[config.mk]
export PLATFORM = sky130hd
export DESIGN_NAME = inst_fetch
export DESIGN_NICKNAME = d
export VERILOG_FILES = /design/src/hw/ifu_pkg.sv /design/src/hw/inst_fetch.sv
export SDC_FILE = /design/constraint.sdc
export NUM_CORES = 1
export LEC_CHECK = 0
export BUFFER_PORTS_ARGS = -buffer_cell sky130_fd_sc_hd__clkbuf_2
export CAP_MARGIN = 25
export CORE_UTILIZATION = 35
export DETAILED_ROUTE_END_ITERATION = 10
export GPL_TIMING_DRIVEN = 0
export PLACE_DENSITY = 0.55
export SETUP_SLACK_MARGIN = 0.2
export SYNTH_ARGS = -nofsm -noshare
export SYNTH_HDL_FRONTEND = slang
export SYNTH_SLANG_ARGS = --single-unit
[constraint.sdc]
create_clock -name i_clk -period 11.5 [get_ports i_clk]
set_input_delay 0.575 -clock i_clk [delete_from_list [all_inputs] [get_ports i_clk]]
set_output_delay 0.575 -clock i_clk [all_outputs]
set_load 0.05 [all_outputs]
[src/hw/ifu_pkg.sv]
// Shared widths, memory geometry, response codes and fetch states for the instruction fetch side
`default_nettype none

package ifu_pkg;

  // AXI-lite bus geometry
  localparam int AXI_DATA_W = 64;
  localparam int AXI_ADDR_W = 32;
  localparam int AXI_STRB_W = AXI_DATA_W / 8;

  // One instruction is half a bus word
  localparam int INST_W = 32;

  // Instruction SRAM, 256 words of 64 bits
  localparam int MEM_DEPTH  = 256;
  localparam int MEM_IDX_W  = $clog2(MEM_DEPTH);
  localparam int BYTE_OFS_W = $clog2(AXI_STRB_W);

  // First byte address past the end of the SRAM, 2 KiB
  localparam logic [AXI_ADDR_W-1:0] MEM_BYTES = AXI_ADDR_W'(MEM_DEPTH * AXI_STRB_W);

  // AXI response codes
  localparam logic [1:0] RESP_OKAY   = 2'b00;
  localparam logic [1:0] RESP_SLVERR = 2'b10;

  // PC loaded by reset
  localparam logic [AXI_ADDR_W-1:0] RESET_PC = 32'h0000_0000;

  // Fetch unit FSM
  typedef enum logic [1:0] {
    FETCH_IDLE,
    FETCH_ADDR,
    FETCH_DATA
  } fetch_state_e;

endpackage

`default_nettype wire

[src/hw/inst_fetch.sv]
// Instruction fetch unit, walks the PC and reads one instruction at a time over AXI-lite
`timescale 1ns/1ps
`default_nettype none

module inst_fetch (
  input  logic                             i_clk,
  input  logic                             i_rst,

  // Core control
  input  logic                             i_fetch_en,
  input  logic                             i_redirect,
  input  logic [ifu_pkg::AXI_ADDR_W-1:0]   i_redirect_pc,

  // AXI-lite read master
  output logic                             o_arvalid,
  input  logic                             i_arready,
  output logic [ifu_pkg::AXI_ADDR_W-1:0]   o_araddr,
  input  logic                             i_rvalid,
  output logic                             o_rready,
  input  logic [ifu_pkg::AXI_DATA_W-1:0]   i_rdata,
  input  logic [1:0]                       i_rresp,

  // Instruction out to the core
  output logic                             o_inst_valid,
  output logic [ifu_pkg::INST_W-1:0]       o_inst,
  output logic [ifu_pkg::AXI_ADDR_W-1:0]   o_inst_pc,
  output logic                             o_inst_err
);

  ifu_pkg::fetch_state_e state_q;

  logic [ifu_pkg::AXI_ADDR_W-1:0] pc_q;
  logic [ifu_pkg::AXI_ADDR_W-1:0] req_pc_q;
  logic                           discard_q;
  logic                           issue;
  logic                           rsp_fire;
  logic                           deliver;
  logic [ifu_pkg::INST_W-1:0]     inst_sel;

  // Bus address is the 64-bit word holding the requested PC
  assign o_arvalid = (state_q == ifu_pkg::FETCH_ADDR);
  assign o_araddr  = {req_pc_q[ifu_pkg::AXI_ADDR_W-1:ifu_pkg::BYTE_OFS_W],
                      ifu_pkg::BYTE_OFS_W'(0)};
  assign o_rready  = 1'b1;

  assign issue    = (state_q == ifu_pkg::FETCH_IDLE) && i_fetch_en;
  assign rsp_fire = (state_q == ifu_pkg::FETCH_DATA) && i_rvalid;
  // A redirect arriving with the response also makes it stale
  assign deliver  = rsp_fire && !discard_q && !i_redirect;

  // PC bit 2 picks the upper instruction of the word
  assign inst_sel = req_pc_q[ifu_pkg::BYTE_OFS_W-1] ?
                    i_rdata[ifu_pkg::AXI_DATA_W-1 -: ifu_pkg::INST_W] :
                    i_rdata[ifu_pkg::INST_W-1:0];

  always_ff @(posedge i_clk) begin
    if (i_rst) begin
      state_q      <= ifu_pkg::FETCH_IDLE;
      pc_q         <= ifu_pkg::RESET_PC;
      discard_q    <= 1'b0;
      o_inst_valid <= 1'b0;
    end else begin
      o_inst_valid <= deliver;

      if (i_redirect) begin
        pc_q <= i_redirect_pc;
      end else if (deliver) begin
        pc_q <= pc_q + ifu_pkg::AXI_ADDR_W'(ifu_pkg::INST_W / 8);
      end

      // Remember that the read now in flight belongs to the old stream
      if (rsp_fire) begin
        discard_q <= 1'b0;
      end else if (i_redirect && state_q != ifu_pkg::FETCH_IDLE) begin
        discard_q <= 1'b1;
      end

      case (state_q)
        ifu_pkg::FETCH_IDLE: begin
          if (i_fetch_en) begin
            state_q <= ifu_pkg::FETCH_ADDR;
          end
        end
        ifu_pkg::FETCH_ADDR: begin
          if (i_arready) begin
            state_q <= ifu_pkg::FETCH_DATA;
          end
        end
        ifu_pkg::FETCH_DATA: begin
          if (i_rvalid) begin
            state_q <= ifu_pkg::FETCH_IDLE;
          end
        end
        default: state_q <= ifu_pkg::FETCH_IDLE;
      endcase
    end
  end

  // Request address and delivered instruction payload
  always_ff @(posedge i_clk) begin
    if (issue) begin
      req_pc_q <= i_redirect ? i_redirect_pc : pc_q;
    end
    if (deliver) begin
      o_inst     <= inst_sel;
      o_inst_pc  <= req_pc_q;
      o_inst_err <= (i_rresp == ifu_pkg::RESP_SLVERR);
    end
  end

endmodule

`default_nettype wire

==> impl_metrics.ini, run 1 <==
[outcome]
status = finished clean

[finish]
final_net_count = 800
fillCellCount = 1578
diodes = 0
finalNonFillerCells = 928
drive_gt1_share_pct = 46.05
area_delta_synth_final_pct = 32.16

[timing]
fmax_mhz = 413.9
slew_headroom_pct = 28.69
hold_viol = 0
fin_skew_ns = 0.009935
tns_ns = 0
finalSetupViolCount = 0
rsz0062_at_grt = no
finalCritPeriodShare_pct = 21.01
tightest_slew_ns = 1.061
post-route-min-period_ns = 2.416
drv_slew = 0

[yosys]
ys_seq_area_share_pct = 61.12
synth.top_cell.area_share_pct = 49.00
synthArstFlopShare_pct = 0
synth_edf_count = 97
synthFlopType = edfxtp_1
synth.largest_area_cell = edfxtp_1
yosys_register_bits = 133
synthCells = 473
synth_common_cells = edfxtp_1 (97), mux2_2 (52), dfxtp_1 (36), buf_4 (33), nor2_1 (32)
synth.most_common_cell = edfxtp_1
syn_area_um2 = 5944
ys_top_cells_by_area = edfxtp_1 (49%), dfxtp_1 (12%), mux2_2 (9.9%)
yosys_warnings = 0
ys_types = 49
avgSynthCellArea_um2 = 12.57

[clock_network]
cts_max_path_buffers = 2
htree_levels = 4
worstSkewPairLatency_ns = 0.41
cts-root-buf = clkbuf_16
cts_tree = done
cts_sinks = 133
cts_buffers = 17
hold_buffers = 0
clk_pin_slew_ns = 0.06
ctsResizeCount = 0
cts_setup_buffers = 0

[global_routing]
grt_usage_pct = 17.94
grt_max_degree = 31
grt_remaining_overflow = 0
grt_pass1_wl_mm = 23.89
grt_pass1_vias = 4515
antenna_found_initial = 1

[pwr]
pwr-share-comb_pct = 12.0
seq_power_share_pct = 45.6
p_leak_nw = 3.166
powerDensity_nw_per_um2 = 155.2
clock_power_share_pct = 42.4
peakVddDrop_mv = 0.09015
p_int_uw = 921.6
sw_frac_of_total_pct = 24.41
switchingPower_uw = 297.6

[place]
port_buffers = 197
dp_hpwl_mm = 11.20
gp_congestion = 0.8438
dpl.cell_count = 896

[route]
wl_per_cell_um = 16.59
remaining_drc_errors = 0
drt_iter0_drc = 217
postRouteAntennaNets = 0
via_count = 4593
routed_wl_mm = 15.39
dr.pass1.iters = 5
viasPerCell = 4.949

[setup_path]
critPathBufInv = 2
path_max_fanout = 10
arrival_ns = 2.72
path_class = reg -> reg
crit_path_end_kind = flip-flop
crit_family = simple AND/OR/NAND/NOR gates
path_cells = nor4bb_1 -> buf_2 -> nand4_1 -> buf_2 -> or3_1 -> a311oi_1
slowest_delay_ns = 0.45
cp_slowest_cell = dfxtp_1
crit_top_cell = buf_2
worst_ep_required_time_ns = 11.81
start_kind = flip-flop

[floorplanning]
core_um2 = 16580
die_x_um = 132.3
die_y_um = 132.3
start_util_pct = 35.85
num_io_pins = 204
rows = 47
dieArea_um2 = 17510

[hold_path]
min_path_type = reg -> reg

[job]
max_cap_viol_count = 0
-- placed cells by master (no fill, tap or decap), types with 2 or more instances in the layout --
master     synthesis  final
clkbuf_2           0    197
edfxtp_1          97     97
mux2_2            52     52
dfxtp_1           36     36
buf_4             33     33
nor2_1            32     31
clkbuf_1          17     21
nand2_1           20     20
o21ai_0           20     20
clkbuf_16          0     17
inv_1             15     15
nand3_1           14     14
nor3_1            11     11
a311oi_1          10     10
nand4_1            9      9
a211oi_1           9      9
a21oi_1            8      8
or4_1              8      8
nor2b_1            7      7
o31ai_1            7      7
buf_1              6      6
and4_1             5      5
a2111oi_0          5      5
clkinv_2           0      5
nand2b_1           4      4
buf_2              4      4
o21bai_1           4      4
or3_1              4      4
xnor2_1            4      4
conb_1             2      4
buf_6              1      3
nand4b_1           3      3
a31oi_1            3      3
nor4_1             2      2
nor4bb_1           2      2
and3_1             2      2
xor2_1             2      2
bufinv_16          0      2
clkinv_4           0      2
-- final timing paths --
| check | startpoint | end | slack [ns] | depth (start not counted) |
|---|---|---|---|---|
| setup reg to reg | state_q[1] | pc_q[15] | 9.08 | 6 |
| hold reg to reg | req_pc_q[0] | o_inst_pc[0] | 0.42 | 0 |
| setup / recovery | state_q[1] | pc_q[15] | 9.08 | 6 |
| hold / removal | req_pc_q[0] | o_inst_pc[0] | 0.42 | 0 |
-- state kept, by name (all words and copies together), names as in the netlist --
signal	flops
o_inst_err	1
o_inst	32
pc_q	32
o_inst_pc	32
discard_q	1
o_inst_valid	1
state_q	2
req_pc_q	32
-- metal layers --
| layer | part of all wire [%] | track usage (%) | wire length, um | vias up |
|---|---|---|---|---|
| li1 | - | - | - | 2195 |
| met1 | 42 | 21.73 | 6502 | 2163 |
| met2 | 49 | 30.61 | 7616 | 214 |
| met3 | 7.0 | 5.190 | 1084 | 19 |
| met4 | 1.1 | 5.747 | 177 | 2 |
| met5 | 0.084 | 0 | 13 | - |
-- through the flow --
stage	total power [mW]	utilization [%]	hold slack (ns)	worst slack (ns)	cell area, um^2
6_report	1.219	47.37	0.4231	9.084	7856
5_1_grt	1.269	47.37	0.4164	8.936	7856
3_5_place_dp	0.7126	43.99	0.4083	8.648	7296
2_1_floorplan	0.6637	-	0.4003	7.146	5952
3_3_place_gp	0.7092	43.50	0.4112	5.366	7213
4_1_cts	1.235	47.37	0.4131	9.081	7856
-- final cells by class --
cell class              count  area (um^2)  share of cell area [%]
clock buffers              22        454.2                   5.781
repair buffers            201         1056                   13.44
clock inverters            10        106.4                   1.354
multi-input cells         266         1909                   24.30
flip-flops and latches    133         3633                   46.25
inverters                  15        56.30                  0.7167
plain buffers              61        365.4                   4.650
well taps                 220        275.3                   3.504
-- logic make-up (layout without fill, tap and decap cells) --
logic type | after synthesis | after routing | synth area share (%)
AOI/OAI and AO/OA | 70 | 70 | 7.998
xor gates and xnor gates | 6 | 6 | 0.8840
adders and majority gates | 1 | 1 | 0.2104
buffers and inverters | 76 | 309 | 7.093
DFF | 133 | 133 | 61.12
muxes | 53 | 53 | 10.02
other | 2 | 4 | 0.1263
and+or+nand+nor | 132 | 132 | 12.54
-- power by group through the flow --
| stage | clock network, mW | logic [mW] | registers (mW) |
|---|---|---|---|
| after floorplan | 0 | 0.0968 | 0.567 |
| after global placement | 0 | 0.143 | 0.566 |
| after detailed placement | 0 | 0.147 | 0.566 |
| after CTS | 0.532 | 0.148 | 0.556 |
| after global routing | 0.554 | 0.157 | 0.559 |
| final | 0.517 | 0.146 | 0.556 |
Power figures use the tool's default switching activity.
==> inputs of run 2 (changes only) <==
- PLACE_DENSITY: 0.55 -> 0.57
- clock period: 11.5 -> 2.2 ns (I/O delays scaled with it)
==> impl_metrics.ini, run 2 (synthesis results as in run 1) <==
[route]
routed_wl_mm = 16.93
remaining_drc_errors = 0
drt_iter0_drc = 277
dr.pass1.iters = 4
postRouteAntennaNets = 0
viasPerCell = 4.883
via_count = 5029
wl_per_cell_um = 16.43

[floorplanning]
die_y_um = 132.3
core_um2 = 16580
die_x_um = 132.3
start_util_pct = 35.85
rows = 47
dieArea_um2 = 17510
num_io_pins = 204

[job]
max_cap_viol_count = 0

[clock_network]
cts_buffers = 17
clk_pin_slew_ns = 0.06
worstSkewPairLatency_ns = 0.42
cts_tree = done
cts_sinks = 133
htree_levels = 4
cts_max_path_buffers = 2
cts-root-buf = clkbuf_16

[timing]
finalSetupViolCount = 0
fin_skew_ns = 0.008762
holdWs_ns = 0.009844
slew_headroom_pct = 43.13
tightest_slew_ns = 0.8521
post-route-min-period_ns = 2.014
rsz0062_at_grt = yes
finalCritPeriodShare_pct = 91.56
drv_slew = 0
fmax_mhz = 496.4
finalWorstSetupSlack_ns = 0.1856
tns_ns = 0
hold_viol = 0

[place]
dpl.cell_count = 895
port_buffers = 197
dp_hpwl_mm = 11.10
place_ws_ns = -0.1581
gp_congestion = 0.8638
dpl_cell_area_um2 = 7307

[global_routing]
grt_util_met3_pct = 5.229
use_met1_pct = 22.67
grt_pass1_vias = 4970
antenna_found_initial = 0
grt_max_degree = 33
grt_remaining_overflow = 0
grt_pass1_wl_mm = 25.94
grt_usage_pct = 19.28
use_met2_pct = 33.33
busiest_layer = met2

[pwr]
powerDensity_nw_per_um2 = 741.9
finalPower_mw = 6.714
peakVddDrop_mv = 0.4954
p_leak_nw = 3.688

[setup_path]
arrival_ns = 2.33
ff2ff_setup_slack_ns = 0.19
critPathBufInv = 2
path_cells = nor4bb_4 -> buf_4 -> nand4_1 -> buf_4 -> or4_4 -> a311oi_2
start_kind = flip-flop
crit_top_cell = buf_4
cp_slowest_cell = or4_4
rr_startpoint = discard_q
slowest_delay_ns = 0.48
path_class = reg -> reg
worst_ep_required_time_ns = 2.51
reg2reg_depth = 6
crit_family = simple AND/OR/NAND/NOR gates
r2r_end = pc_q[22]
crit_path_end_kind = flip-flop
path_max_fanout = 4

[finish]
fillCellCount = 1415
area_delta_synth_final_pct = 52.24
layout_commonest_cell = clkbuf_2
diodes = 0
drive_gt1_share_pct = 46.67
fin_util_pct = 54.57
final_net_count = 902
final_cell_mix = clkbuf_2 (197), edfxtp_1 (97), dlygate4sd3_1 (82)
finalInstanceArea_um2 = 9050
finalNonFillerCells = 1030

[hold_path]
holdPathStages = 3
whs_endpoint = req_pc_q[29]
min_from = i_redirect_pc[29]
min_path_type = in -> reg

[outcome]
status = finished clean
-- run 2: final cells by class --
type	instances	area (um^2)	share of cell area, %
buffer	61	397.9	4.397
clock buffer	21	491.7	5.433
clock inverter	11	120.1	1.327
inverter	15	56.30	0.6221
multi-input combinational	266	2018	22.30
sequential	133	3664	40.48
tap	220	275.3	3.042
timing repair buffer	303	2027	22.40
-- run 2: metal layers --
layer / up-vias / routed length [um]
li1: 2409 / -
met1: 2392 / 7297
met2: 203 / 8274
met3: 25 / 1018
met4: 0 / 337
met5: - / 0
-- run 2: report_power, final --
group | switching (mW) | total (mW) | internal, mW | leakage (nW)
Combinational | 0.493 | 0.906 | 0.412 | 2.19
Sequential | 0.0870 | 2.91 | 2.82 | 1.20
Clock | 1.08 | 2.90 | 1.82 | 0.293
-- run 2: worst max path at each step --
stage	from	endpoint	slack, ns	cells past startpoint
after global placement	i_redirect	o_inst_pc[20]	-0.70	4
after detailed placement	i_redirect	o_inst[18]	-0.16	6
after CTS	state_q[0]	pc_q[20]	0.20	6
after global routing	state_q[0]	pc_q[22]	0.11	6
final	discard_q	pc_q[22]	0.19	6
after floorplan	state_q[0]	o_inst[0]	0.12	3
-- run 2: timing repair --
| item | CTS | global route |
|---|---|---|
| gates cloned | 0 | 0 |
| hold endpoints to repair | 57 | 1 |
| hold buffers | 81 | 1 |
| setup buffers | 13 | 8 |
| pin swaps | 11 | 10 |
| endpoints found under the setup margin | 51 | 11 |
| resized for setup | 33 | 10 |
-- run 2: worst register-to-register path, delay by kind of cell, from the launching register on --
| kind | cells | cell delay [ns] |
|---|---|---|
| buf+inv | 2 | 0.36 |
| compound gates | 1 | 0.32 |
| simple gates | 3 | 0.89 |
| flops | 1 | 0.34 |
